File: src/common/rtg_defs.svh
`ifndef RTG_DEFS_SVH
`define RTG_DEFS_SVH

// ------------------------------
// Register word offsets, rs[3:1]
// ------------------------------
`define RTG_REG_BASE_HI 3'd0
`define RTG_REG_BASE_LO 3'd1
`define RTG_REG_FORMAT  3'd2
`define RTG_REG_ENABLE  3'd3
`define RTG_REG_HSIZE   3'd4
`define RTG_REG_VSIZE   3'd5
`define RTG_REG_STRIDE  3'd6
`define RTG_REG_ID      3'd7

// Address bit that selects the palette window
`define RTG_PAL_BIT     10

// ID 0x50, version 0x01
`define RTG_ID          16'h5001

// ------------------------------
// Pixel formats
// ------------------------------
`define RTG_FMT_CLUT8   5'd0
`define RTG_FMT_RGB565  5'd1
`define RTG_FMT_XRGB32  5'd2

// Palette entries
`define RTG_PAL_DEPTH   256

// Raster position to output pixel, in clocks
`define RTG_SCAN_LATENCY 3

`endif

File: src/common/rtg_pkg.sv
package rtg_pkg;

	// ------------------------------
	// CPU side
	// ------------------------------

	// One bus access, as seen by the register block
	typedef struct packed {
		logic        aen;
		logic        rd;
		logic        wr;
		logic [11:0] rs;
		logic [15:0] wdata;
	} rtg_bus_t;

	// Display settings from the register block
	typedef struct packed {
		logic        ena;
		logic [4:0]  format;
		logic [31:0] base;
		logic [11:0] hsize;
		logic [11:0] vsize;
		logic [13:0] stride;
	} rtg_cfg_t;

	// Full 24-bit palette write, merged from two bus halves
	typedef struct packed {
		logic        we;
		logic [7:0]  addr;
		logic [23:0] data;
	} rtg_pal_wr_t;

	// ------------------------------
	// Scanout pipeline
	// ------------------------------

	// Raster position
	typedef struct packed {
		logic        valid;
		logic        sof;
		logic [11:0] x;
		logic [11:0] y;
	} rtg_pos_t;

	// Fetch in flight, lane is the byte offset within the word
	typedef struct packed {
		logic       valid;
		logic       sof;
		logic [4:0] format;
		logic [1:0] lane;
	} rtg_fetch_t;

	// Output pixel
	typedef struct packed {
		logic       valid;
		logic       sof;
		logic [7:0] r;
		logic [7:0] g;
		logic [7:0] b;
	} rtg_pix_t;

endpackage

File: src/scanout/rtg_fetch.sv
`timescale 1ns/1ps
`include "rtg_defs.svh"

module rtg_fetch import rtg_pkg::*; (
	input  logic        clk,
	input  logic        reset,
	input  rtg_cfg_t    cfg,
	input  rtg_pos_t    pos,
	output logic [31:0] fb_addr,
	output logic        fb_rd,
	output rtg_fetch_t  fetch
);

	// ------------------------------
	// Byte address of the pixel
	// ------------------------------
	logic [1:0]  bpp_shift;
	logic [31:0] line_off;
	logic [31:0] pix_off;
	logic [31:0] byte_addr;

	// Log2 of bytes per pixel
	always_comb begin
		case (cfg.format)
			`RTG_FMT_CLUT8:  bpp_shift = 2'd0;
			`RTG_FMT_RGB565: bpp_shift = 2'd1;
			// xRGB32, and unknown codes still fetch a full word
			default:         bpp_shift = 2'd2;
		endcase
	end

	assign line_off  = 32'(pos.y) * 32'(cfg.stride);
	assign pix_off   = 32'(pos.x) << bpp_shift;
	assign byte_addr = cfg.base + line_off + pix_off;

	// ------------------------------
	// Read strobe and tag
	// ------------------------------
	always_ff @(posedge clk) begin
		if (reset) begin
			fb_rd       <= 1'b0;
			fetch.valid <= 1'b0;
		end else begin
			fb_rd       <= pos.valid;
			fetch.valid <= pos.valid;
		end
	end

	// Word aligned address, low bits ride along as the lane
	always_ff @(posedge clk) begin
		fb_addr      <= {byte_addr[31:2], 2'b00};
		fetch.lane   <= byte_addr[1:0];
		fetch.format <= cfg.format;
		fetch.sof    <= pos.sof;
	end

endmodule

File: config.mk
export PLATFORM = sky130hd
export DESIGN_NAME = rtg_fetch
export DESIGN_NICKNAME = d
export VERILOG_FILES = /design/src/common/rtg_pkg.sv /design/src/scanout/rtg_fetch.sv
export VERILOG_INCLUDE_DIRS = /design/src /design/src/common
export SDC_FILE = /design/constraint.sdc
export NUM_CORES = 1
export LEC_CHECK = 0
export BUFFER_PORTS_ARGS = -buffer_cell sky130_fd_sc_hd__buf_2
export CORE_MARGIN = 2
export CORE_UTILIZATION = 53
export DETAILED_ROUTE_END_ITERATION = 10
export GPL_TIMING_DRIVEN = 0
export MAX_ROUTING_LAYER = met4
export PLACE_DENSITY = 0.79
export RECOVER_POWER = 50
export SETUP_SLACK_MARGIN = 0.1
export SYNTH_ARGS = -nofsm -noshare
export SYNTH_HDL_FRONTEND = slang
export SYNTH_SLANG_ARGS = --single-unit
File: constraint.sdc
create_clock -name clk -period 5.8 [get_ports clk]
set_clock_uncertainty 0.2 [all_clocks]
set_input_delay 0.29 -clock clk [delete_from_list [all_inputs] [get_ports clk]]
set_output_delay 0.29 -clock clk [all_outputs]
set_load 0.02 [all_outputs]
## Word level (Yosys, flattened, before mapping)

Index checks and enable logic that the tools add are counted.

- Add/subtract/negate cells: 2
- $mul: 1
- Equality and inequality tests: 1
- Shift-type cells: 1
- Muxes and demuxes: 1
- Reduce and logical (&&, ||, !) cells: 1

Operators with widths:

| operator | count |
|---|---|
| $add 32x26->32 | 1 |
| $add 32x32->32 | 1 |
| $shl 12x2->32 | 1 |
| $mul 12x14->26 | 1 |
| $eq 5x1->1 const B | 1 |
| $logic_not 5->1 | 1 |
| $pmux 2 s2 | 1 |

- Flip-flop bits (word level): 39
- Input bits: 104
- Output and inout port bits: 42

## Depth between registers and ports, before layout

- Word-level depth: 4
- Depth in mapped cells: 22
- Depth with buffers taken out: 21

## Worst setup path before layout

No wires, ideal clock.

- Path kind: input to register
- Start: in cfg[7] (netlist name)
- End: reg fb_addr[24]
- Library setup time: 0.072 ns
- Arrival: 5.534 ns
- Required time: 5.528 ns
- Setup slack: -0.006 ns
- Stages: 22
- Path buffers: 1
- Cells stage by stage: clkbuf_1 and2_1 fa_1 inv_1 fa_1 inv_1 fa_1 inv_1 fa_1 inv_1 fa_1 inv_1 fa_1 inv_1 ha_1 a211oi_2 o211ai_2 a31oi_4 a2111oi_2 or3b_4 a31oi_1 xnor2_1

- Cells in the longest elaborated chain, start to end: 3

RTL lines:

| what | line | text |
|---|---|---|
| start, declared | rtg_fetch.sv:7 | `input rtg_cfg_t cfg,` |
| $mul 12x14->26 | rtg_fetch.sv:32 | `assign line_off = 32'(pos.y) * 32'(cfg.stride);` |
| $add 32x26->32 | rtg_fetch.sv:34 | `assign byte_addr = cfg.base + line_off + pix_off;` |
| $add 32x32->32 | rtg_fetch.sv:34 |  |
| named net byte_addr[24] | rtg_fetch.sv:20 | `logic [31:0] byte_addr;` |
| end signal, assigned | rtg_fetch.sv:51 | `fb_addr <= {byte_addr[31:2], 2'b00};` |
| end, declared | rtg_fetch.sv:9 | `output logic [31:0] fb_addr,` |

The timed path passes the listed nets, and every way through them passes these cells.
A chain may end at the register's enable or synchronous reset.

## Worst setup path after layout

- Start: in cfg[5] (netlist name)
- End: reg fb_addr[28]

Same word-level chain as after synthesis.

==> flow_summary.yaml <==
synth:
  synth_fa_ha_area_share_pct: 51.7
  synthSimpleGateAreaFrac_pct: 15.1
  synth_top_family_by_area: "adder cells"
  postSynth.asyncResetShare_pct: 0
  synth_top_flop_cell: "dfxtp_1"
  synth_top_area_share_pct: 38.2
  synthCells: 917
  synth_area_leader_cell: "fa_1"
  synthXorXnorAreaFrac_pct: 2.87
  synthDistinctLibCells: 50
  yosys_warnings: 0
  synth_edf_count: 0
  syn-cell-area_um2: 8240
  synth_compound_area_share_pct: 8.29
  ys_seq_area_share_pct: 9.48
  avgSynthCellArea_um2: 8.98
  synth_area_leaders: "fa_1 (38%), ha_1 (14%), dfxtp_1 (9.5%), inv_1 (9.2%), and2_1 (7.0%)"
  muxShareOfSynthArea_pct: 1.34
  ys_ff_latch: 39
detailed_routing:
  routedWlPerCell_um: 15.2
  vias: 6571
  via_per_inst: 5.27
  drc: 0
  drt_wl_total_um: 19000
  drt_pass1_iterations: 5
  ant_nets: 0
  first_iter_violations: 348
clock_network:
  numCtsBuffers: 5
  clockBufferDepth: 2
  cts_tree: "done"
  cts_root_buf: "clkbuf_16"
  clkSinkCount: 39
  clkTransAtPathRegs_ns: 0.06
  h-tree-depth: 2
outcome:
  status: "complete, no violations"
finish:
  fin_cells: 1248
  synthToLayoutAreaGrowth_pct: 18.0
  final_cell_mix: "inv_1 (190), fa_1 (154), nand2_1 (99)"
  nets: 1409
  design_area_um2: 9720
  drive_gt1_share_pct: 16.8
  post-route-util_pct: 63.9
  final_common_cell: "inv_1"
  diodes: 0
timing:
  slew_headroom_pct: 57.4
  fmax_mhz: 176
  worst_pin_slew_ns: 0.638
  final-hold-violation-count: 0
  fin_crit_ns: 5.67
  setup_slack_ns: 0.130
  rsz0062_at_grt: "true"
  final_max_slew_viol_count: 0
  fin_crit_sh_pct: 97.8
  setup-violations-final: 0
floorplanning:
  start_util_pct: 54.2
  core_um2: 15200
  fp.dieH_um: 129
  dieWidth_um: 129
  rows: 45
  io_pins: 146
  dieArea_um2: 16600
setup_path:
  path_cells: "buf_6 -> buf_8 -> and2_4 -> fa_1 -> inv_1 -> fa_1 -> inv_2 -> fa_1 -> inv_2 -> fa_1 -> inv_2 -> fa_1 -> inv_2 -> fa_1 -> inv_2 -> ha_4 -> a211oi_2 -> o211ai_2 -> a31oi_4 -> a2111oi_4 -> or3b_4 -> a41oi_2 -> xnor2_1"
  crit_path_start_kind: "input pin"
  cp_max_fo: 3
  cp_data_arrival_time_ns: 5.67
  cp_data_required_time_ns: 5.80
  critPathSlowestCell: "fa_1"
  max_stage_delay_ns: 0.52
  crit_type: "input pin to flip-flop"
  crit_family: "adder cells"
  crit_top_cell: "fa_1"
  endpoint_kind: "flip-flop"
  path_buf_inv: 8
flow_run:
  max-cap-violations: 0
place:
  placed_area_um2: 9080
  place_ws_ns: -0.597
  dp_cells: 1224
  gp_congestion: 0.948
  dp_hpwl_um: 15600
  numPortBuffers: 118
grt:
  antenna_found_initial: 0
  first_global_vias: 6800
  grt_overflow: 0
  grt_max_degree: 15
  grt_pass1_wl_um: 30600
  grt_usage_pct: 24.1
hold_path:
  hp-class: "input pin to flip-flop"
==> layer usage <==
layer	vias to the layer above	GRT usage, %	share of wire [%]
met5	-	-	0
met4	0	5.88	2.8
li1	3070	-	-
met3	39	4.03	5.3
met2	198	42.4	52
met1	3264	28.9	40
==> layout make-up <==
| class | instances | area (um^2) |
|---|---|---|
| clock buffers | 5 | 125 |
| fillers | 1318 | 5490 |
| repair buffers | 144 | 810 |
| clock inverters | 3 | 67.6 |
| multi-input cells | 639 | 6730 |
| flip-flops and latches | 39 | 781 |
| well taps | 188 | 235 |
| inverters | 201 | 754 |
| plain buffers | 29 | 218 |
==> sequential cells by signal, indices dropped and copies added (netlist names) <==
register  flops
fetch         9
fb_addr      30
==> cell usage after synthesis, types with 5 or more instances <==
cell and n:
a21o_1 10, a21oi_1 39, and2_1 92, and3_1 5, clkbuf_1 33, dfxtp_1 39, fa_1 157, ha_1 89
inv_1 201, mux2i_1 11, nand2_1 101, nand3_1 7, nand4_1 7, nor2_1 21, o21a_1 5, o21ai_0 20
xnor2_1 16, xor2_1 11
==> stage by stage <==
| stage | setup TNS (ns) | hold slack (ns) |
|---|---|---|
| 2_1_floorplan | 0 | 0.118 |
| 3_3_place_gp | -3.68 | 0.192 |
| 3_5_place_dp | -4.34 | 0.194 |
| 4_1_cts | 0 | 0.0162 |
| 5_1_grt | 0 | 0.0204 |
| 6_report | 0 | 0.0170 |
==> kinds of logic (layout without fill, tap and decap cells) <==
group / Yosys count / count (layout)
AO/OA/AOI/OAI: 104 / 104
multiplexers: 11 / 11
AND/OR/NAND/NOR: 248 / 248
buffers and inverters: 240 / 382
adder cells (fa/ha/maj): 246 / 246
flip-flops: 39 / 39
XOR/XNOR: 27 / 27
other: 2 / 3
==> timing repair <==
action	CTS	global route
buffers inserted	13	5
gates resized for setup	49	68
hold buffers	8	0
pin swaps	16	28
cloned	0	0
setup endpoints to repair	10	16
endpoints found under the hold margin	8	0
==> path summary, 6_finish.rpt <==
check / start / to / slack, ns / cells past startpoint
worst max-delay path: cfg[5] / fb_addr[28] / 0.13 / 23
worst min-delay path: pos[25] / fetch[8] / 0.02 / 2
Power is left out: the tool's default activity adds up to more than one toggle a clock period on the data nets, which glitch-free logic cannot reach.
