[config.mk]
export PLATFORM = sky130hd
export DESIGN_NAME = rtg_raster
export DESIGN_NICKNAME = d
export VERILOG_FILES = /design/src/common/rtg_defs.svh /design/src/common/rtg_pkg.sv /design/src/scanout/rtg_raster.sv
export SDC_FILE = /design/constraint.sdc
export NUM_CORES = 1
export LEC_CHECK = 0
export CAP_MARGIN = 20
export CORE_ASPECT_RATIO = 0.8
export CORE_MARGIN = 2
export CORE_UTILIZATION = 42
export DETAILED_ROUTE_END_ITERATION = 6
export DONT_BUFFER_PORTS = 1
export PLACE_DENSITY = 0.54
export SETUP_SLACK_MARGIN = 0.5
export SYNTH_ARGS = -nofsm -noshare
export SYNTH_HDL_FRONTEND = slang
export SYNTH_SLANG_ARGS = --single-unit
[constraint.sdc]
create_clock -name clk -period 4.3 [get_ports clk]
set_input_delay 0.86 -clock clk [delete_from_list [all_inputs] [get_ports clk]]
set_output_delay 0.86 -clock clk [all_outputs]
set_load 0.05 [all_outputs]
[src/common/rtg_defs.svh]
`ifndef RTG_DEFS_SVH
`define RTG_DEFS_SVH

// ------------------------------
// Register word offsets, rs[3:1]
// ------------------------------
`define RTG_REG_BASE_HI 3'd0
`define RTG_REG_BASE_LO 3'd1
`define RTG_REG_FORMAT  3'd2
`define RTG_REG_ENABLE  3'd3
`define RTG_REG_HSIZE   3'd4
`define RTG_REG_VSIZE   3'd5
`define RTG_REG_STRIDE  3'd6
`define RTG_REG_ID      3'd7

// Address bit that selects the palette window
`define RTG_PAL_BIT     10

// ID 0x50, version 0x01
`define RTG_ID          16'h5001

// ------------------------------
// Pixel formats
// ------------------------------
`define RTG_FMT_CLUT8   5'd0
`define RTG_FMT_RGB565  5'd1
`define RTG_FMT_XRGB32  5'd2

// Palette entries
`define RTG_PAL_DEPTH   256

// Raster position to output pixel, in clocks
`define RTG_SCAN_LATENCY 3

`endif

[src/common/rtg_pkg.sv]
package rtg_pkg;

	// ------------------------------
	// CPU side
	// ------------------------------

	// One bus access, as seen by the register block
	typedef struct packed {
		logic        aen;
		logic        rd;
		logic        wr;
		logic [11:0] rs;
		logic [15:0] wdata;
	} rtg_bus_t;

	// Display settings from the register block
	typedef struct packed {
		logic        ena;
		logic [4:0]  format;
		logic [31:0] base;
		logic [11:0] hsize;
		logic [11:0] vsize;
		logic [13:0] stride;
	} rtg_cfg_t;

	// Full 24-bit palette write, merged from two bus halves
	typedef struct packed {
		logic        we;
		logic [7:0]  addr;
		logic [23:0] data;
	} rtg_pal_wr_t;

	// ------------------------------
	// Scanout pipeline
	// ------------------------------

	// Raster position
	typedef struct packed {
		logic        valid;
		logic        sof;
		logic [11:0] x;
		logic [11:0] y;
	} rtg_pos_t;

	// Fetch in flight, lane is the byte offset within the word
	typedef struct packed {
		logic       valid;
		logic       sof;
		logic [4:0] format;
		logic [1:0] lane;
	} rtg_fetch_t;

	// Output pixel
	typedef struct packed {
		logic       valid;
		logic       sof;
		logic [7:0] r;
		logic [7:0] g;
		logic [7:0] b;
	} rtg_pix_t;

endpackage

[src/scanout/rtg_raster.sv]
`timescale 1ns/1ps

module rtg_raster import rtg_pkg::*; (
	input  logic     clk,
	input  logic     reset,
	input  rtg_cfg_t cfg,
	output rtg_pos_t pos
);

	// Next position to emit
	logic [11:0] x_cnt;
	logic [11:0] y_cnt;
	logic        run;
	logic        x_last;
	logic        y_last;

	// Zero sized frame emits nothing
	assign run    = cfg.ena && cfg.hsize != 12'd0 && cfg.vsize != 12'd0;
	assign x_last = x_cnt >= cfg.hsize - 12'd1;
	assign y_last = y_cnt >= cfg.vsize - 12'd1;

	// ------------------------------
	// Position counter
	// ------------------------------
	always_ff @(posedge clk) begin
		if (reset || !run) begin
			// Disabled raster parks at the origin
			x_cnt     <= 12'd0;
			y_cnt     <= 12'd0;
			pos.valid <= 1'b0;
			pos.sof   <= 1'b0;
		end else begin
			pos.valid <= 1'b1;
			pos.sof   <= x_cnt == 12'd0 && y_cnt == 12'd0;
			if (x_last) begin
				x_cnt <= 12'd0;
				// Wrap to the top after the last line
				y_cnt <= y_last ? 12'd0 : y_cnt + 12'd1;
			end else begin
				x_cnt <= x_cnt + 12'd1;
			end
		end
	end

	// Coordinates need no reset, valid qualifies them
	always_ff @(posedge clk) begin
		pos.x <= x_cnt;
		pos.y <= y_cnt;
	end

	// Emitted column always inside the line
	a_x_in_line: assert property (@(posedge clk) disable iff (reset)
		pos.valid |-> pos.x < cfg.hsize);

endmodule

Yosys cells after proc, flatten, opt, wreduce, memory -nomap -nowiden
Index checks and enable logic that the tools add are counted.

Flip-flop bits (word level): 50. Input bits: 78. Output and inout port bits: 26. Word-level logic and storage cells: 24.

$add $sub $neg: 4. $lt $le $gt $ge: 2. Mux-type cells: 2. Reductions and logical operators: 10.

Operators by type and width (number): 12-bit by 1-bit adder with 12-bit output (second input constant) (2); 12-bit >= comparator (2); 12-bit zero test (2); 12-bit nonzero test (2); 12-bit by 1-bit subtractor with 12-bit output (second input constant) (2); 12-bit two-way mux (1); 1-bit logical AND (3); 2-bit two-way mux (1); 2-bit OR reduction (1); 1-bit zero test (1); 1-bit logical OR (1).

Longest topological paths before layout
Depth after elaboration: 6. Gate-level depth with buffers: 14. Gate-level depth less buffers: 12.

Worst setup path after synthesis
Ideal clock, no wire load.

Path kind: input port to flip-flop. Start point: in cfg[33] (netlist name). End point: reg y_cnt[8]. Setup time: 0.070 ns. Arrival time: 3.323 ns. Data required time: 4.230 ns. Slack: 0.907 ns. Stages on the path: 11. Buffers on the path: 0. Cell sequence: or4_4 -> nor4_4 -> nand2_1 -> xor2_1 -> ha_1 -> nand4_1 -> nor2_2 -> and3_4 -> a221oi_4 -> or4_1 -> a21oi_1.

Longest elaborated chain between the ends: 5. Elaborated cells between the ends (all ways): 7. Those cells by class: add/sub (1); order compare (1); reduce/logical (5).

Ends and longest elaborated chain: start, declared (line rtg_raster.sv:6) `input rtg_cfg_t cfg,`; branches (longest 5 deep; another with 12-bit by 1-bit subtractor with 12-bit output); end signal, assigned (line rtg_raster.sv:38) `y_cnt <= y_last ? 12'd0 : y_cnt + 12'd1;`; end, declared (line rtg_raster.sv:12) `logic [11:0] y_cnt;`.

Parallel ways; which one is timed is not known. A chain may end at the register's enable or synchronous reset.

Worst setup path in the final report
Start point: in cfg[33] (netlist name). End point: reg x_cnt[2].

Longest elaborated chain between the ends: 6. Elaborated cells between the ends (all ways): 8. Those cells by class: add/sub (1); order compare (1); reduce/logical (6).

Ends and longest elaborated chain: branches (longest 5 deep; another with 12-bit by 1-bit subtractor with 12-bit output); 2-bit OR reduction (no source line) (*); end signal, assigned (line rtg_raster.sv:40) `x_cnt <= x_cnt + 12'd1;`; end, declared (line rtg_raster.sv:11) `logic [11:0] x_cnt;`.

Mark *: on every way between the ends.

==> impl_metrics.yaml <==
routing:
  wl_per_cell_microns: 14.9
  totalWireLength_microns: 5360
  drc: 0
  vias: 1896
  drtIter0Drc: 81
  antenna_left: 0
  via_per_inst: 5.27
  dr.pass1.iters: 4
final_layout:
  drive_gt1_share_pct: 10.8
  instances_no_fill: 360
  seqCellArea_sq_um: 1000
  fill_cells: 605
  multi_input_comb_area_sq_um: 1570
  final_area_sq_um: 2850
  nets: 388
  num_antenna_cells: 0
  area_growth_pct: 7.29
sta:
  rsz0062_at_grt: "false"
  skew_ns: 0.00582
  final-max-slew-violation-count: 0
  fmax_ghz: 0.297
  finalCritPeriodShare_pct: 78.3
  slew_headroom_pct: 66.4
  fin_tns_setup_ns: 0
  setup_violations: 0
  min_period_ns: 3.37
  tightest_slew_ns: 0.503
  fin_ws_ns: 0.934
  finalHoldViolCount: 0
placement:
  numPortBuffers: 0
  hpwl_microns: 4190
  place_congestion: 0.780
  placedInstanceArea_sq_um: 2740
  preCtsSetupSlack_ns: 0.607
  place_inst: 352
clock_tree:
  numCtsBuffers: 5
  cts_tree: "built"
  ctsHoldBuffers: 0
  root_buffer: "clkbuf_8"
  clk_pin_slew_ns: 0.10
  cts_buffer_depth: 2
  cts_sinks: 50
  cts_resized: 0
  htreeDepth: 2
  cts_setup_buffers: 0
  insertion_delay_ns: 0.30
critical_path:
  cp_common_cell: "nor2_2"
  cp-start-kind: "primary input"
  path_class: "in -> reg"
  worstReg2RegStart: "x_cnt[0]"
  worstPathRequired_ns: 4.55
  cp_max_fo: 16
  rrSetupSlack_ns: 1.75
  r2r-end: "x_cnt[2]"
  cpMaxStageDelayCell: "or4_4"
  r2r_cells: 9
  slowest_delay_ns: 0.56
  cp_cell_sequence: "or4_4, nor4_4, nand2_1, xor2_1, ha_1, nand4_1, nor2_2, and3_4, a221oi_4, buf_4, nand2_4, nor2_2"
  critPathArrivalTime_ns: 3.61
  cp-end-kind: "flop"
synthesis:
  syn_avg_cell_area_sq_um: 9.74
  syn_nets: 383
  synthFlopType: "dfxtp_1"
  ys_warn_count: 0
  ys_types: 44
  yosysTopAreaCell: "dfxtp_1"
  synth_top_area_share_pct: 37.6
  synthArstFlopShare_pct: 0
  synth-edff-count: 0
  synth_common_cells: "50 x dfxtp_1, 32 x ha_1, 17 x a21oi_1"
  yosysSeqAreaShare_pct: 37.6
  synthCells: 273
  synth.cell_area_sq_um: 2660
  synth_area_leaders: "dfxtp_1 38%, ha_1 15%, xnor2_1 4.9%, xor2_1 4.6%, a21oi_1 3.2%"
  synth-seq-cells: 50
  synth.most_common_cell: "dfxtp_1"
grt:
  grt_max_degree: 18
  track_usage_pct: 16.1
  grt-ovfl-total: 0
  grt_first_pass_wirelength_microns: 8760
  antenna_found_initial: 0
  grt_pass1_vias: 1762
floorplan:
  core_area_sq_um: 6010
  die_w_microns: 93.0
  start_util_pct: 44.3
  ios: 104
  fp-row-count: 25
  dieHeight_microns: 75.2
  fp.dieArea_sq_um: 6990
pwr:
  powerDensity_nw_per_um2: 304
  total_power_uw: 869
  p_leak_uw: 0.00108
  vdd_drop_max_mv: 0.191
min_path:
  min_path_cells: 0
  min_to: "pos[23]"
  hp-class: "reg -> reg"
  hold_path_startpoint: "x_cnt[11]"
run_status:
  status: "finished clean"
flow_run:
  maxCapViolations: 0
==> cell families (layout without fill, tap and decap cells) <==
group / count (synthesis) / after routing / share of synthesized area [%]
xor+xnor: 29 / 29 / 9.55
flops: 50 / 50 / 37.6
buf+inv: 16 / 22 / 3.29
compound gates: 42 / 42 / 11.0
fa+ha+maj: 32 / 32 / 15.1
simple gates: 104 / 104 / 23.5
==> power by group <==
| part | internal, uW | switching [uW] |
|---|---|---|
| Clock | 177 | 164 |
| Sequential | 466 | 10.0 |
| Combinational | 24.1 | 27.8 |
==> per-stage QoR <==
stage | hold slack (ns) | util [%]
2_1_floorplan | 0.354 | -
3_3_place_gp | 0.407 | 45.5
3_5_place_dp | 0.412 | 45.5
4_1_cts | 0.427 | 47.5
5_1_grt | 0.442 | 47.5
6_report | 0.423 | 47.5
==> layout make-up <==
class                      count  area share (%)
sequential                    50            35.1
tap                           81            3.55
clock buffer                   5            2.41
multi-input combinational    207            55.0
timing repair buffer           2           0.526
inverter                      12            1.67
clock inverter                 3            1.71
==> routing by layer <==
metal	GRT usage [%]	part of all wire (%)	wire [microns]	vias to the layer above
met3	4.00	4.8	256	5
li1	-	-	-	999
met2	21.3	39	2090	45
met1	25.6	55	2960	847
met4	3.92	0.90	48	0
met5	0	0	0	-
==> worst max path at each step <==
stage	from	end	slack, ns	depth (start not counted)
after floorplan	cfg[33]	y_cnt[8]	0.91	11
after global placement	cfg[33]	x_cnt[3]	0.63	12
after detailed placement	cfg[33]	x_cnt[2]	0.61	12
after CTS	cfg[33]	x_cnt[2]	0.93	12
after global routing	cfg[19]	y_cnt[7]	0.66	11
final	cfg[33]	x_cnt[2]	0.93	12
==> state kept, by name (all words and copies together), names as in the netlist <==
register	flops
pos	26
x_cnt	12
y_cnt	12
==> critical path, delay by kind of cell <==
kind | cells | cell delay (ns)
compound gates | 1 | 0.45
fa+ha+maj | 1 | 0.30
buf+inv | 1 | 0.31
simple gates | 8 | 1.53
xor+xnor | 1 | 0.15
==> cells in the final DEF (no fill, tap or decap), drive strengths merged, types with 3 or more instances in the layout <==
master and n:
clkbuf 5, nand4 9, o21ai 7, nor4 8
nor2 23, nand2 17, nand4b 3, ha 32
xnor2 15, nand3 8, dfxtp 50, o31ai 5
or3 8, a21o 6, xor2 14, and3 5
a21oi 17, inv 13, nor3 8, or4 6
Note: power is estimated with default switching activity, not from simulation.
