`src/common/rtg_defs.svh`:
```
`ifndef RTG_DEFS_SVH
`define RTG_DEFS_SVH

// ------------------------------
// Register word offsets, rs[3:1]
// ------------------------------
`define RTG_REG_BASE_HI 3'd0
`define RTG_REG_BASE_LO 3'd1
`define RTG_REG_FORMAT  3'd2
`define RTG_REG_ENABLE  3'd3
`define RTG_REG_HSIZE   3'd4
`define RTG_REG_VSIZE   3'd5
`define RTG_REG_STRIDE  3'd6
`define RTG_REG_ID      3'd7

// Address bit that selects the palette window
`define RTG_PAL_BIT     10

// ID 0x50, version 0x01
`define RTG_ID          16'h5001

// ------------------------------
// Pixel formats
// ------------------------------
`define RTG_FMT_CLUT8   5'd0
`define RTG_FMT_RGB565  5'd1
`define RTG_FMT_XRGB32  5'd2

// Palette entries
`define RTG_PAL_DEPTH   256

// Raster position to output pixel, in clocks
`define RTG_SCAN_LATENCY 3

`endif

```
`src/common/rtg_pkg.sv`:
```
package rtg_pkg;

	// ------------------------------
	// CPU side
	// ------------------------------

	// One bus access, as seen by the register block
	typedef struct packed {
		logic        aen;
		logic        rd;
		logic        wr;
		logic [11:0] rs;
		logic [15:0] wdata;
	} rtg_bus_t;

	// Display settings from the register block
	typedef struct packed {
		logic        ena;
		logic [4:0]  format;
		logic [31:0] base;
		logic [11:0] hsize;
		logic [11:0] vsize;
		logic [13:0] stride;
	} rtg_cfg_t;

	// Full 24-bit palette write, merged from two bus halves
	typedef struct packed {
		logic        we;
		logic [7:0]  addr;
		logic [23:0] data;
	} rtg_pal_wr_t;

	// ------------------------------
	// Scanout pipeline
	// ------------------------------

	// Raster position
	typedef struct packed {
		logic        valid;
		logic        sof;
		logic [11:0] x;
		logic [11:0] y;
	} rtg_pos_t;

	// Fetch in flight, lane is the byte offset within the word
	typedef struct packed {
		logic       valid;
		logic       sof;
		logic [4:0] format;
		logic [1:0] lane;
	} rtg_fetch_t;

	// Output pixel
	typedef struct packed {
		logic       valid;
		logic       sof;
		logic [7:0] r;
		logic [7:0] g;
		logic [7:0] b;
	} rtg_pix_t;

endpackage

```
`src/verilog/rtg_regs.sv`:
```
`timescale 1ns/1ps
`include "rtg_defs.svh"

module rtg_regs import rtg_pkg::*; (
	input  logic        clk,
	input  logic        reset,
	input  logic        clk7_en,
	input  rtg_bus_t    bus,
	output logic [15:0] rdata,
	output rtg_cfg_t    cfg,
	output rtg_pal_wr_t pal_wr,
	output logic [7:0]  pal_raddr,
	input  logic [23:0] pal_rdata
);

	// ------------------------------
	// Address decode
	// ------------------------------
	logic        access;
	logic        sel_reg;
	logic        sel_pal;
	logic        reg_we;
	logic [2:0]  word;
	// Last written halves of the palette entry
	logic [23:0] pal_hold;

	assign access  = bus.aen & (bus.rd | bus.wr);
	assign sel_pal = access & bus.rs[`RTG_PAL_BIT];
	assign sel_reg = access & ~bus.rs[`RTG_PAL_BIT];
	assign word    = bus.rs[3:1];
	// Writes land only on the slow bus enable
	assign reg_we  = sel_reg & bus.wr & clk7_en;

	// Enable is the only setting with a reset value
	always_ff @(posedge clk) begin
		if (reset) begin
			cfg.ena <= 1'b0;
		end else if (reg_we && word == `RTG_REG_ENABLE) begin
			cfg.ena <= bus.wdata[0];
		end
	end

	// Remaining settings stay undefined until written
	always_ff @(posedge clk) begin
		if (reg_we) begin
			case (word)
				`RTG_REG_BASE_HI: cfg.base[31:16] <= bus.wdata;
				`RTG_REG_BASE_LO: cfg.base[15:0]  <= bus.wdata;
				`RTG_REG_FORMAT:  cfg.format      <= bus.wdata[4:0];
				`RTG_REG_HSIZE:   cfg.hsize       <= bus.wdata[11:0];
				`RTG_REG_VSIZE:   cfg.vsize       <= bus.wdata[11:0];
				`RTG_REG_STRIDE:  cfg.stride      <= bus.wdata[13:0];
				default: ;
			endcase
		end
	end

	// ------------------------------
	// Palette port
	// ------------------------------

	// Holding register keeps the half not written this time
	always_ff @(posedge clk) begin
		if (pal_wr.we) begin
			pal_hold <= pal_wr.data;
		end
	end

	assign pal_wr.we   = sel_pal & bus.wr & clk7_en;
	assign pal_wr.addr = bus.rs[9:2];
	// rs[1] low is red, high is green and blue
	assign pal_wr.data = bus.rs[1] ? {pal_hold[23:16], bus.wdata}
	                               : {bus.wdata[7:0], pal_hold[15:0]};
	assign pal_raddr   = bus.rs[9:2];

	// ------------------------------
	// Read mux
	// ------------------------------
	always_comb begin
		rdata = 16'h0000;
		if (sel_pal) begin
			rdata = bus.rs[1] ? pal_rdata[15:0] : {8'h00, pal_rdata[23:16]};
		end else if (sel_reg) begin
			case (word)
				`RTG_REG_BASE_HI: rdata = cfg.base[31:16];
				`RTG_REG_BASE_LO: rdata = cfg.base[15:0];
				`RTG_REG_FORMAT:  rdata = {11'h000, cfg.format};
				`RTG_REG_ENABLE:  rdata = {15'h0000, cfg.ena};
				`RTG_REG_HSIZE:   rdata = {4'h0, cfg.hsize};
				`RTG_REG_VSIZE:   rdata = {4'h0, cfg.vsize};
				`RTG_REG_STRIDE:  rdata = {2'b00, cfg.stride};
				default:          rdata = `RTG_ID;
			endcase
		end
	end

	// A palette write leaves the display settings untouched
	a_pal_keeps_cfg: assert property (@(posedge clk) disable iff (reset)
		pal_wr.we |=> cfg === $past(cfg));

	// Bus never reads and writes in one access
	a_bus_rd_wr: assert property (@(posedge clk) disable iff (reset)
		bus.aen |-> !(bus.rd && bus.wr));

endmodule

```
`config.mk`:
```
export PLATFORM = sky130hd
export DESIGN_NAME = rtg_regs
export DESIGN_NICKNAME = d
export VERILOG_FILES = /design/src/common/rtg_pkg.sv /design/src/verilog/rtg_regs.sv
export VERILOG_INCLUDE_DIRS = /design/src /design/src/common
export SDC_FILE = /design/constraint.sdc
export NUM_CORES = 1
export LEC_CHECK = 0
export ABC_AREA = 1
export BUFFER_PORTS_ARGS = -buffer_cell sky130_fd_sc_hd__clkbuf_2
export CAP_MARGIN = 20
export CORE_MARGIN = 5
export CORE_UTILIZATION = 48
export CTS_BUF_LIST = sky130_fd_sc_hd__clkbuf_16
export DETAILED_ROUTE_END_ITERATION = 16
export PLACE_DENSITY = 0.8
export REMOVE_ABC_BUFFERS = 1
export SLEW_MARGIN = 20
export SYNTH_ARGS = -nofsm -noshare
export SYNTH_HDL_FRONTEND = slang
export SYNTH_SLANG_ARGS = --single-unit
```
`constraint.sdc`:
```
create_clock -name clk -period 2.5 [get_ports clk]
set_input_delay 0.25 -clock clk [delete_from_list [all_inputs] [get_ports clk]]
set_output_delay 0.25 -clock clk [all_outputs]
set_load 0.1 [all_outputs]
```
==> Word level (Yosys, flattened, before mapping) <==
Cells that the tools add are included.
{ "word_totals": {"regBits": 100, "latch_bits": 0, "ram_bits": 0, "rom_bits": 0, "input_bits": 58, "output_inout_bits": 133, "word_cells": 36, "mem_count": 0} }
{ "classes": {"add_sub_neg": 0, "multipliers": 0, "n_div": 0, "n_lt_le_gt_ge": 0, "eq_ne": 6, "n_shift": 0, "n_mux": 5, "bitwise_logic": 9, "n_reduce_logical": 8} }
{ "ops": {"columns": ["cell", "count"], "rows": [
  ["$pmux W16 S7", 1],
  ["$mux W16", 3],
  ["$mux W24", 1],
  ["$reduce_and A2 Y1", 6],
  ["$eq A3 B3 Y1 const B", 3],
  ["$and A1 B1 Y1", 7],
  ["$eq A3 B2 Y1 const B", 2],
  ["$eq A3 B1 Y1 const B", 1],
  ["$logic_not A3 Y1", 1],
  ["$logic_and A1 B1 Y1", 1],
  ["$not A1 Y1", 1],
  ["$or A1 B1 Y1", 1]
]} }

==> Longest topological paths before layout <==
{ "logic_depth": {"depth_word": 6, "mapped_depth": 9, "depth_no_buf": 8} }

==> Worst setup path before layout <==
OpenSTA, ideal clock, no wires.
{ "synth_timing": {"kind": "input port to flip-flop", "startpoint": "input port bus[17] in the netlist's numbering", "endpoint": "register pal_hold[7] (data pin)", "setup_time_ns": 0.624, "arrival_time_ns": 2.795, "required_time_ns": 1.876, "slack_ns": -0.918, "path_stages": 4, "path_buffers": 2, "path_cell_list": "buf_6 inv_2 clkbuf_1 o21ai_0"} }
{ "synth_lines": {"columns": ["item", "line", "rtl"], "rows": [
  ["from (decl)", "rtg_regs.sv:8", "input rtg_bus_t bus,"],
  ["to (signal assigned)", "rtg_regs.sv:65", "pal_hold <= pal_wr.data;"],
  ["to (decl)", "rtg_regs.sv:25", "logic [23:0] pal_hold;"]
]} }

==> Worst setup path in the final report <==
{ "layout_timing": {"startpoint": "input port bus[18] in the netlist's numbering", "endpoint": "output port rdata[5]"} }
{ "layout_between": {"elab_chain_cells": 4, "elab_cells_between_ends": 10, "classes_between": "6 x eq/ne; 3 x mux; 1 x reduce/logical"} }
{ "layout_lines": {"columns": ["item", "line", "rtl"], "rows": [
  ["$eq A3 B3 Y1, or another cell as far along", "rtg_regs.sv:84", "case (word)"],
  ["$pmux W16 S7 (*)", "rtg_regs.sv:84", null],
  ["$mux W16 (*)", "rtg_regs.sv:83", "end else if (sel_reg) begin"],
  ["$mux W16 (*)", "rtg_regs.sv:81", "if (sel_pal) begin"],
  ["to (decl)", "rtg_regs.sv:9", "output logic [15:0] rdata,"]
]} }
Mark *: on every way between the ends. The rest lies on a longest branch, timed or not.

==> metrics.cfg <==
[setup_path]
crit_start = bus[18]
path_cells = clkbuf_2 > nor2_4 > nand2_1 > inv_2 > nand2_1 > nand2_1 > o21ai_1 > nand2_1 > buf_12
cp.required_ns = 2.25
crit_top_cell = nand2_1
max_stage_delay_ns = 0.33
cp_slowest_cell = nor2_4
r2r_start = pal_hold[7]
end_kind = output port
worstPathArrival_ns = 1.73
start_kind = primary input
worstSetupPathType = in2out
cp_max_fo = 11

[route]
drc_errors = 0
ant_nets = 0
route.met2.wl_mm = 7.00
drtIter0Drc = 373
viasPerCell = 5.33
routedWlPerCell_um = 18.7
num_vias = 3988
first_pass_iters = 5
drt-total-wl_mm = 14.0
wl_met1_mm = 5.31
dr_wl_met3_mm = 1.53
topRoutingLayerUsed = met4

[global_routing]
gr-total-overflow = 0
grt_pass1_wl_mm = 21.3
antenna_found_initial = 0
grt_max_degree = 53
grt_pass1_vias = 3919
grtUsageTotal_pct = 24.0

[timing]
setup_viol = 0
rsz0062_at_grt = no
finalCritPeriodShare_pct = 79.3
post-route-min-period_ns = 1.98
finalHoldViolCount = 0
setup_ws_ns = 0.516
tightest_slew_ns = 0.574
slew_violations = 0
totalNegativeSetupSlack_ns = 0
fin_skew_ns = 0
max_freq_ghz = 0.504
fin_hold_ws_ns = 0.129
slew_headroom_pct = 61.9

[logic_synthesis]
ys_seq_area_share_pct = 64.7
synth_seq_cells = 100
netlist_instances = 452
yosysUniqueCellTypes = 23
synth_top_area_share_pct = 64.3
synth_edf_count = 99
ys_async_sr_fraction_pct = 0
ys.flop_type = edfxtp_1
synth_area_mm2 = 0.00463
yosysWarnings = 0
syn-mean-instance-area_um2 = 10.2
synth_area_leaders = edfxtp_1 64%, nand2_1 15%, nand4_1 4.3%
synth_top_cell_by_area = edfxtp_1

[worst_hold_path]
hold_start = bus[15]
hp-class = in2reg

[clock_tree]
clk_latency_ns = 0.32
cts.sinks = 100
cts_resized = 0
htree_levels = 3
cts_setup_buffers = 0
cts_tree = done
clk_pin_slew_ns = 0.07
cts_buffers = 9
holdBufCountCts = 0
cts.path.max_buffers = 2
clock_tree.root_cell = clkbuf_16

[outcome]
status = complete, no violations

[place]
port_buffers = 170
dp_hpwl_mm = 10.1
pre_cts_slack_ns = 0.491
gp_congestion = 0.817

[power]
vdd_drop_max_mv = 0.366
combinationalPowerShare_pct = 20.8
p_leak_nw = 2.88
swShare_pct = 30.2
p_per_area_mw_per_mm2 = 617
netSwitchingPower_mw = 1.20
internal_power_mw = 2.78
seq_power_share_pct = 46.8
clkPwrFrac_pct = 32.3

[final_layout]
fillers = 687
fin_nets = 672
multi_input_area_mm2 = 0.00131
layout.area.seq_mm2 = 0.00299
antennaDiodeCount = 0
areaGrowthSynthToFinish_pct = 39.4
layout-drive-gt1-share_pct = 37.0

[floorplan]
die-area_mm2 = 0.0117
coreArea_mm2 = 0.00933
start_util_pct = 49.6
num_rows = 35
fp.dieH_um = 108
die_x_um = 108
io_pins = 191

[run]
maxCapViolCount = 0

==> path summary, 6_finish.rpt <==
check	endpoint	depth (start not counted)	slack, ns
worst max-delay path	rdata[5]	9	0.52
worst min-delay path	cfg[53]	1	0.13
worst min register to register	cfg[75]	4	0.55
worst max register to register	pal_hold[7]	2	1.58
==> power by group through the flow <==
stage	clock network [mW]	registers, mW	logic, mW
after global routing	1.37	1.86	0.866
after CTS	1.30	1.86	0.829
after detailed placement	0	1.90	0.827
after global placement	0	1.90	0.814
after floorplan	0	1.95	0.414
final	1.29	1.86	0.828
==> per-stage QoR <==
stage	total power [mW]	area [um2]	cells	utilization, %
2_1_floorplan	2.36	4360	412	-
3_3_place_gp	2.71	6170	732	66.2
3_5_place_dp	2.73	6170	732	66.2
4_1_cts	3.99	6450	748	69.1
5_1_grt	4.10	6450	748	69.1
6_report	3.98	6450	748	69.1
==> Yosys cell counts, types with 2 or more instances <==
master,n
nand2_1,191
o21ai_0,2
nor2_4,2
nor3_1,2
buf_2,8
buf_6,3
buf_1,5
nand3_1,28
o21ai_2,5
o21ai_1,5
inv_1,13
clkbuf_1,3
nand4_1,32
nor2_1,19
inv_2,7
buf_4,21
edfxtp_1,99
nor2_2,2
==> layout by cell type, fill, tap and decap left out <==
master / count
clkinv_1: 1
clkinv_2: 2
nor2_2: 6
nor2_4: 2
clkbuf_16: 9
edfxtp_1: 99
a21oi_1: 1
nor3_2: 1
inv_1: 13
and3_4: 1
nand3_4: 1
nand2_1: 191
inv_6: 4
nand3_1: 28
o21ai_2: 5
nor3_1: 2
inv_2: 7
buf_12: 42
nor2_1: 15
o21ai_0: 2
clkbuf_2: 129
dfxtp_1: 1
o21ai_1: 5
nand4_1: 32
buf_4: 20
==> area by class of cell <==
type                    count  area share [%]
flip-flops and latches    100            46.4
clock inverters             7           0.757
multi-input cells         292            20.3
clock buffers               9            3.49
inverters                  20            1.16
well taps                 129            2.50
repair buffers            191            25.4
==> cell families after synthesis <==
logic type | count (synthesis) | synth area share, %
simple gates | 279 | 26.2
flops | 100 | 64.7
buf+inv | 60 | 7.28
compound gates | 13 | 1.81
==> state kept, by name (all words and copies together) (netlist names) <==
| signal | flops |
|---|---|
| cfg | 76 |
| pal_hold | 24 |
==> worst max-delay path, delay by kind of cell <==
kind	cells	cell delay, ns
AO/OA/AOI/OAI	1	0.07
AND/OR/NAND/NOR	5	0.79
buffers and inverters	3	0.62
==> per-layer routing <==
metal	vias up	track usage (%)
met3	13	7.70
met1	1891	30.2
met5	-	0
met2	232	40.2
met4	0	6.40
li1	1852	-
No activity file was read; power rests on OpenSTA's default activity.
