--- src/common/rtg_defs.svh ---
`ifndef RTG_DEFS_SVH
`define RTG_DEFS_SVH

// ------------------------------
// Register word offsets, rs[3:1]
// ------------------------------
`define RTG_REG_BASE_HI 3'd0
`define RTG_REG_BASE_LO 3'd1
`define RTG_REG_FORMAT  3'd2
`define RTG_REG_ENABLE  3'd3
`define RTG_REG_HSIZE   3'd4
`define RTG_REG_VSIZE   3'd5
`define RTG_REG_STRIDE  3'd6
`define RTG_REG_ID      3'd7

// Address bit that selects the palette window
`define RTG_PAL_BIT     10

// ID 0x50, version 0x01
`define RTG_ID          16'h5001

// ------------------------------
// Pixel formats
// ------------------------------
`define RTG_FMT_CLUT8   5'd0
`define RTG_FMT_RGB565  5'd1
`define RTG_FMT_XRGB32  5'd2

// Palette entries
`define RTG_PAL_DEPTH   256

// Raster position to output pixel, in clocks
`define RTG_SCAN_LATENCY 3

`endif

--- src/common/rtg_pkg.sv ---
package rtg_pkg;

	// ------------------------------
	// CPU side
	// ------------------------------

	// One bus access, as seen by the register block
	typedef struct packed {
		logic        aen;
		logic        rd;
		logic        wr;
		logic [11:0] rs;
		logic [15:0] wdata;
	} rtg_bus_t;

	// Display settings from the register block
	typedef struct packed {
		logic        ena;
		logic [4:0]  format;
		logic [31:0] base;
		logic [11:0] hsize;
		logic [11:0] vsize;
		logic [13:0] stride;
	} rtg_cfg_t;

	// Full 24-bit palette write, merged from two bus halves
	typedef struct packed {
		logic        we;
		logic [7:0]  addr;
		logic [23:0] data;
	} rtg_pal_wr_t;

	// ------------------------------
	// Scanout pipeline
	// ------------------------------

	// Raster position
	typedef struct packed {
		logic        valid;
		logic        sof;
		logic [11:0] x;
		logic [11:0] y;
	} rtg_pos_t;

	// Fetch in flight, lane is the byte offset within the word
	typedef struct packed {
		logic       valid;
		logic       sof;
		logic [4:0] format;
		logic [1:0] lane;
	} rtg_fetch_t;

	// Output pixel
	typedef struct packed {
		logic       valid;
		logic       sof;
		logic [7:0] r;
		logic [7:0] g;
		logic [7:0] b;
	} rtg_pix_t;

endpackage

--- src/scanout/rtg_pixel.sv ---
`timescale 1ns/1ps
`include "rtg_defs.svh"

module rtg_pixel import rtg_pkg::*; (
	input  logic        clk,
	input  logic        reset,
	input  rtg_fetch_t  fetch,
	input  logic [31:0] fb_rdata,
	output logic [7:0]  scan_addr,
	input  logic [23:0] scan_data,
	output rtg_pix_t    pix
);

	// Tag aligned with the returning memory word
	rtg_fetch_t  tag;
	logic [7:0]  lane_byte;
	logic [15:0] lane_half;
	logic        is_clut;
	logic [23:0] colour;
	// Second stage
	logic        pv_valid;
	logic        pv_sof;
	logic        pv_clut;
	logic [23:0] pv_colour;

	// ------------------------------
	// Stage 3, data return
	// ------------------------------
	always_ff @(posedge clk) begin
		if (reset) begin
			tag.valid <= 1'b0;
		end else begin
			tag.valid <= fetch.valid;
		end
	end

	always_ff @(posedge clk) begin
		tag.sof    <= fetch.sof;
		tag.format <= fetch.format;
		tag.lane   <= fetch.lane;
	end

	// Little-endian lanes
	assign lane_byte = fb_rdata[8 * tag.lane +: 8];
	assign lane_half = tag.lane[1] ? fb_rdata[31:16] : fb_rdata[15:0];

	// Index goes straight to the palette scan port
	assign scan_addr = lane_byte;
	assign is_clut   = tag.format == `RTG_FMT_CLUT8;

	// Direct colour formats
	always_comb begin
		case (tag.format)
			`RTG_FMT_RGB565: begin
				// Replicate high bits into the low end
				colour = {lane_half[15:11], lane_half[15:13],
				          lane_half[10:5],  lane_half[10:9],
				          lane_half[4:0],   lane_half[4:2]};
			end
			// Blue in byte 0, top byte unused
			`RTG_FMT_XRGB32: colour = fb_rdata[23:0];
			// CLUT8 colour comes from the palette, unknown is black
			default:         colour = 24'h000000;
		endcase
	end

	// ------------------------------
	// Stage 4, palette or direct
	// ------------------------------
	always_ff @(posedge clk) begin
		if (reset) begin
			pv_valid <= 1'b0;
		end else begin
			pv_valid <= tag.valid;
		end
	end

	always_ff @(posedge clk) begin
		pv_sof    <= tag.sof;
		pv_clut   <= is_clut;
		pv_colour <= colour;
	end

	// scan_data lands on the same edge as pv_colour
	assign pix.valid            = pv_valid;
	assign pix.sof              = pv_sof;
	assign {pix.r, pix.g, pix.b} = pv_clut ? scan_data : pv_colour;

endmodule

--- config.mk ---
export PLATFORM = sky130hd
export DESIGN_NAME = rtg_pixel
export DESIGN_NICKNAME = d
export VERILOG_FILES = /design/src/common/rtg_pkg.sv /design/src/scanout/rtg_pixel.sv
export VERILOG_INCLUDE_DIRS = /design/src /design/src/common
export SDC_FILE = /design/constraint.sdc
export NUM_CORES = 1
export LEC_CHECK = 0
export ABC_AREA = 1
export BUFFER_PORTS_ARGS = -buffer_cell sky130_fd_sc_hd__buf_2
export CAP_MARGIN = 30
export CORE_MARGIN = 2
export CORE_UTILIZATION = 43
export DETAILED_ROUTE_END_ITERATION = 10
export PLACE_DENSITY_LB_ADDON = 0.2
export SLEW_MARGIN = 20
export SYNTH_ARGS = -nofsm -noshare
export SYNTH_HDL_FRONTEND = slang
export SYNTH_SLANG_ARGS = --single-unit
--- constraint.sdc ---
create_clock -name clk -period 1.4 [get_ports clk]
set_input_delay 0.28 -clock clk [delete_from_list [all_inputs] [get_ports clk]]
set_output_delay 0.28 -clock clk [all_outputs]
set_load 0.02 [all_outputs]
## Yosys cells after proc, flatten, opt, wreduce, memory -nomap -nowiden

Cells that the tools add are included.

- Add/subtract/negate cells: 0
- $mul: 0
- Div/mod/pow operators: 0
- Order comparisons: 0
- Eq/ne operators: 2
- Shift operators: 1
- Multiplexer cells: 3
- Bitwise gates (word level): 0
- Reduce and logical (&&, ||, !) cells: 1

Operator list:

| operator | number |
|---|---|
| 24-bit case mux with 2 select lines | 1 |
| 32-bit by 6-bit variable part select with 8-bit output | 1 |
| 24-bit 2-to-1 mux | 1 |
| 16-bit 2-to-1 mux | 1 |
| 5-bit by 1-bit == test with 1-bit output, second input constant | 1 |
| 5-bit by 2-bit == test with 1-bit output, second input constant | 1 |
| 5-bit zero test | 1 |

- Bits in registers: 36
- Latch bits: 0
- RAM bits: 0
- ROM bits: 0
- Bits of input ports: 67
- Output and inout port bits: 34
- Logic and storage cells: 15
- Memories kept: 0

## Depth between registers and ports, before layout

Gate-level depths: netlist of the first run.

- Word-level depth: 2
- Gate-level depth with buffers: 7
- Depth with buffers taken out: 5

## Least setup slack after synthesis of the first run

No wires, ideal clock.

- Path kind: reg-to-output
- From: register tag[1] in the netlist's numbering
- To: output port scan_addr[3]
- Arrival: 1.117 ns
- Path slack: 0.003 ns
- Cell stages (with the launch flop): 7
- Buffers on the path: 1
- Path through: dfxtp_1 -> buf_6 -> inv_6 -> nand2_1 -> nand2_1 -> inv_1 -> o21ai_0

- Longest elaborated chain between the ends: 1

RTL lines:

| element | RTL line | text |
|---|---|---|
| start, declared | rtg_pixel.sv:15 | `rtg_fetch_t tag;` |
| 32-bit by 6-bit variable part select with 8-bit output | rtg_pixel.sv:44 | `assign lane_byte = fb_rdata[8 * tag.lane +: 8];` |
| end, declared | rtg_pixel.sv:9 | `output logic [7:0] scan_addr,` |

Every way passes these cells.

## Worst setup path after layout of the first run

- From: register tag[1] in the netlist's numbering
- To: output port scan_addr[4]

Same word-level chain as after synthesis.

==> impl_metrics.yaml, run 1 <==
setup_path:
  crit_path_max_fanout: 5
  worst-path-buf-inv: 3
  worst_setup_path_start_kind: "flip-flop"
  critPathKind: "flip-flop to output port"
  crit_top_cell: "nand2_2"
  critPathMaxStageDelay_ns: 0.42
  cp_data_required_time_ns: 1.12
  end_kind: "output port"
  cp_top_family: "flip-flops"
  crit_slowest_cell: "dfxtp_4"
  crit_chain: "buf_6, nand2_2, nand2_2, inv_1, o21ai_1, buf_4"
  cp.arrival_ns: 1.34
route:
  drc: 0
  via_per_inst: 5.13
  firstDrtPassIters: 4
  first_iter_violations: 187
  wl_um: 5630
  ant_nets: 0
  vias: 1960
  wl_per_cell_um: 14.7
clock_tree:
  hold_buffers: 0
  clkSlewWorstSetupHoldPaths_ns: 0.07
  clk_latency_ns: 0.29
  cts.htree.levels: 2
  cts_buffers: 5
  cts_root_buf: "clkbuf_8"
  clk_path_buf_depth: 2
  cts_tree: "done"
  cts_num_sinks: 36
sta:
  fmaxAchievable_mhz: 617
  finalHoldViolCount: 0
  fin_skew_ns: 0.00478
  relSlewSlack_pct: 76.2
  finalMaxSlewViolations: 0
  worst_slew_pin_slew_ns: 0.356
  min_period_over_period_pct: 116
  rsz0062_at_grt: "yes"
  setup_slack_ns: -0.219
  setup_tns_ns: -5.75
  min_period_ns: 1.62
  finalSetupViolCount: 32
place:
  dp_hpwl_um: 3750
  gp_congestion: 0.879
  place_area_um2: 2450
  portBuffers: 100
die:
  start_util_pct: 44.6
  die_w_um: 70.9
  io_pins: 101
  die_area_um2: 5030
  coreArea_um2: 4320
  row_count: 24
  die_y_um: 70.9
pwr:
  power.density_cell_area_nw_per_um2: 863
  peakVddDrop_v: 0.000609
  p_total_mw: 2.53
  leakage_nw: 1.51
layout:
  multi_input_area_um2: 1070
  postLayoutCellArea_um2: 2930
  n_fill_cell: 358
  final_cell_mix: "69 x buf_2, 56 x nand2_1, 34 x dfxtp_1"
  finalNetCount: 396
  syn_to_final_growth_pct: 52.0
  final_common_cell: "buf_2"
  num_antenna_cells: 0
  finish.utilization_pct: 67.7
  seqCellArea_um2: 728
  drive_gt1_share_pct: 54.8
yosys:
  synth.net_count: 290
  syn_area_um2: 1930
  synth.distinct_cells: 22
  synthCells: 223
  yosys_warnings: 0
  avgSynthCellArea_um2: 8.64
  synth.ff_latch_count: 36
  yosysSeqAreaShare_pct: 37.4
status:
  status: "finished with violations"
  violations: "negative setup slack"
global_route:
  grt_pass1_wl_um: 9030
  grt_max_degree: 26
  antenna_found_initial: 0
  grt_pass1_vias: 1933
  grt-ovfl-total: 0
  grtUsageTotal_pct: 23.3
run:
  maxCapViolCount: 0
hold_path:
  hp-class: "input port to flip-flop"
report_power, final:
group	internal (mW)	switching, mW
Clock	0.527	0.383
Combinational	0.271	0.277
Sequential	1.05	0.0188
per-layer routing:
metal	wire length (um)	track usage (%)	vias up	part of all wire, %
li1	-	-	966	-
met1	2210	26.7	888	39
met2	2870	40.7	94	51
met3	428	4.99	12	7.6
met4	125	12.2	0	2.2
met5	0	0	-	0
area by class of cell:
cell class                 count  area share (%)
multi-input combinational    160            36.7
timing repair buffer         117            31.0
sequential                    36            24.9
clock buffer                   5            2.35
tap                           52            2.22
clock inverter                 3            1.45
inverter                       8            1.28
timing repair inverter         1           0.214
state kept, by name, summed over array words and instances, names as in the netlist:
register   flops
pv_clut        1
pv_colour     24
pv_sof         1
pv_valid       1
tag            9
metrics by stage:
step	std cells	setup WS (ns)	hold slack (ns)
6_report	382	-0.219	0.0826
5_1_grt	382	-0.235	0.0729
3_3_place_gp	367	0.0249	0.311
4_1_cts	382	-0.191	0.0765
2_1_floorplan	223	0.00296	0.308
3_5_place_dp	367	0.0259	0.314
what timing repair did:
item | 4_1_cts | 5_1_grt
pin swaps | 4 | 4
gates resized for setup | 89 | 8
endpoints found under the setup margin | 32 | 34
cloned | 2 | 0
buffers inserted | 5 | 1
worst paths after layout:
path | start | endpoint | slack, ns | depth (start not counted)
setup / recovery | tag[1]$_DFF_P_ | scan_addr[4] | -0.22 | 6
hold reg to reg | tag[7]$_DFF_P_ | pv_sof$_DFF_P_ | 0.33 | 0
setup reg to reg | tag[1]$_DFF_P_ | pv_colour[6]$_DFF_P_ | 0.05 | 9
hold / removal | fetch[0] | tag[0]$_DFF_P_ | 0.08 | 1
Yosys cell counts, drive strengths merged:
cell type | instances | area (um2)
o21ai | 2 | 10.0
nor3b | 1 | 7.51
nand4 | 24 | 150
mux2 | 24 | 308
dfxtp | 36 | 721
clkbuf | 1 | 5.00
nor2 | 6 | 47.6
buf | 18 | 166
nand3 | 22 | 120
nand2 | 75 | 312
o21a | 6 | 45.0
inv | 8 | 35.0
cells by family (layout without fill, tap and decap cells):
group	count (synthesis)	in the layout	synth area share (%)
AO/OA/AOI/OAI	8	8	2.86
buffers and inverters	27	134	10.7
flip-flops	36	36	37.4
multiplexers	24	24	16.0
AND/OR/NAND/NOR	128	128	33.1
No activity file was read; power rests on OpenSTA's default activity.
==> run 2, diff against run 1 <==
Settings changed: SETUP_SLACK_MARGIN set to 0.2.
==> impl_metrics.yaml, run 2 (synthesis gave the netlist of run 1 again) <==
die:
  die_y_um: 70.9
  start_util_pct: 44.6
  row_count: 24
  coreArea_um2: 4320
  die_w_um: 70.9
  io_pins: 101
  die_area_um2: 5030
layout:
  largest_register: "pv_colour"
  layoutNonFillerInstCount: 379
  finalNetCount: 393
  drive_gt1_share_pct: 60.2
  top_regs: "pv_colour (24), tag (9)"
  num_antenna_cells: 0
  syn_to_final_growth_pct: 52.9
  final_common_cell: "buf_2"
  largest_reg_flops: 24
  final_cell_mix: "79 x buf_2, 45 x nand2_1, 34 x dfxtp_1"
setup_path:
  regToRegSetupSlack_ns: 0.29
  crit_chain: "buf_12, mux2_2, buf_2"
  crit_path_max_fanout: 6
  rr_endpoint: "pv_clut$_DFF_P_"
  critPathKind: "flip-flop to output port"
  reg2reg_depth: 3
  cp.arrival_ns: 1.34
  crit_slowest_cell: "dfxtp_4"
  r2r-start: "tag[2]$_DFF_P_"
  critPathMaxStageDelay_ns: 0.42
  end_kind: "output port"
  cp_data_required_time_ns: 1.12
  worst_setup_path_start_kind: "flip-flop"
clock_tree:
  cts_buffers: 5
  hold_buffers: 0
  clk_path_buf_depth: 2
  cts_tree: "done"
  cts.htree.levels: 2
  cts_num_sinks: 36
  clk_latency_ns: 0.29
  cts_root_buf: "clkbuf_8"
  clkSlewWorstSetupHoldPaths_ns: 0.07
route:
  drc: 0
  wl_per_cell_um: 14.5
  first_iter_violations: 100
  wl_um: 5510
  ant_nets: 0
  via_per_inst: 5.15
  firstDrtPassIters: 4
  vias: 1952
sta:
  relSlewSlack_pct: 80.9
  min_period_over_period_pct: 116
  fmaxAchievable_mhz: 618
  fin_skew_ns: 0.00190
  min_period_ns: 1.62
  finalHoldViolCount: 0
  setup_slack_ns: -0.219
  finalSetupViolCount: 32
  finalMaxSlewViolations: 0
  rsz0062_at_grt: "yes"
  worst_slew_pin_slew_ns: 0.286
run:
  maxCapViolCount: 0
pwr:
  p_total_mw: 2.62
  peakVddDrop_v: 0.000630
  power.density_cell_area_nw_per_um2: 890
  leakage_nw: 1.54
global_route:
  grt-ovfl-total: 0
  grt_pass1_wl_um: 8050
  grt_pass1_vias: 1812
  grt_max_degree: 26
  antenna_found_initial: 0
  grtUsageTotal_pct: 20.2
place:
  post-place-cells: 365
  gp_congestion: 0.885
  portBuffers: 100
  dp_slack_ns: 0.0343
  dp_hpwl_um: 3620
hold_path:
  hp-class: "input port to flip-flop"
  min_to: "tag[4]$_DFF_P_"
  hp-start: "fetch[4]"
  worstHoldPathCells: 1
status:
  status: "finished with violations"
  violations: "negative setup slack"
[run 2: repair_timing]
action | 4_1_cts | 5_1_grt
gates cloned | 1 | 2
endpoints found under the hold margin | 0 | 0
pin swaps | 1 | 8
setup buffers | 0 | 3
endpoints found under the setup margin | 32 | 49
gates resized for setup | 31 | 55
[run 2: stage by stage]
stage	utilization, %	setup TNS (ns)	cell area, um2	hold WS [ns]
global placement	56.4	0	2440	0.312
global route	68.1	-6.92	2950	0.0783
floorplan	-	0	1960	0.308
finish	68.1	-6.04	2950	0.0872
detailed placement	56.4	0	2440	0.312
CTS	61.9	-5.37	2680	0.0875
[run 2: worst max-delay path by stage]
stage	from	endpoint	slack, ns	cells past startpoint
floorplan	tag[1]$_DFF_P_	scan_addr[3]	0.15	7
finish	pv_clut$_DFF_P_	pix[2]	-0.22	3
detailed placement	tag[1]$_DFF_P_	scan_addr[3]	0.03	6
global route	pv_clut$_DFF_P_	pix[2]	-0.25	3
global placement	tag[1]$_DFF_P_	scan_addr[3]	0.06	6
CTS	pv_clut$_DFF_P_	pix[23]	-0.21	3
[run 2: cell type report]
cell class	instances	area [um2]
Tap cell	52	65.1
Inverter	8	42.5
Timing Repair inverter	1	8.76
Timing Repair Buffer	114	820
Sequential cell	36	728
Clock inverter	1	30.0
Fill cell	358	1380
Multi-Input combinational cell	160	1160
Clock buffer	7	96.3
[run 2: critical path: cells and delay by family, from the launching register on]
| family | cells | cell delay [ns] |
|---|---|---|
| flip-flops | 1 | 0.42 |
| multiplexers | 1 | 0.33 |
| buffers and inverters | 2 | 0.30 |
[run 2: per-layer routing]
metal	track usage, %	routed length, um	up-vias
li1	-	-	960
met4	7.34	95	0
met1	24.3	2180	886
met3	3.99	375	11
met5	0	0	-
met2	35.6	2860	95
[run 2: power breakdown]
part           total (mW)  internal, mW  leakage [nW]  switching [mW]
clock                1.00         0.628        0.0645           0.371
combinational       0.550         0.263          1.18           0.288
sequential           1.07          1.05         0.296          0.0203
total                2.62          1.94          1.54           0.679
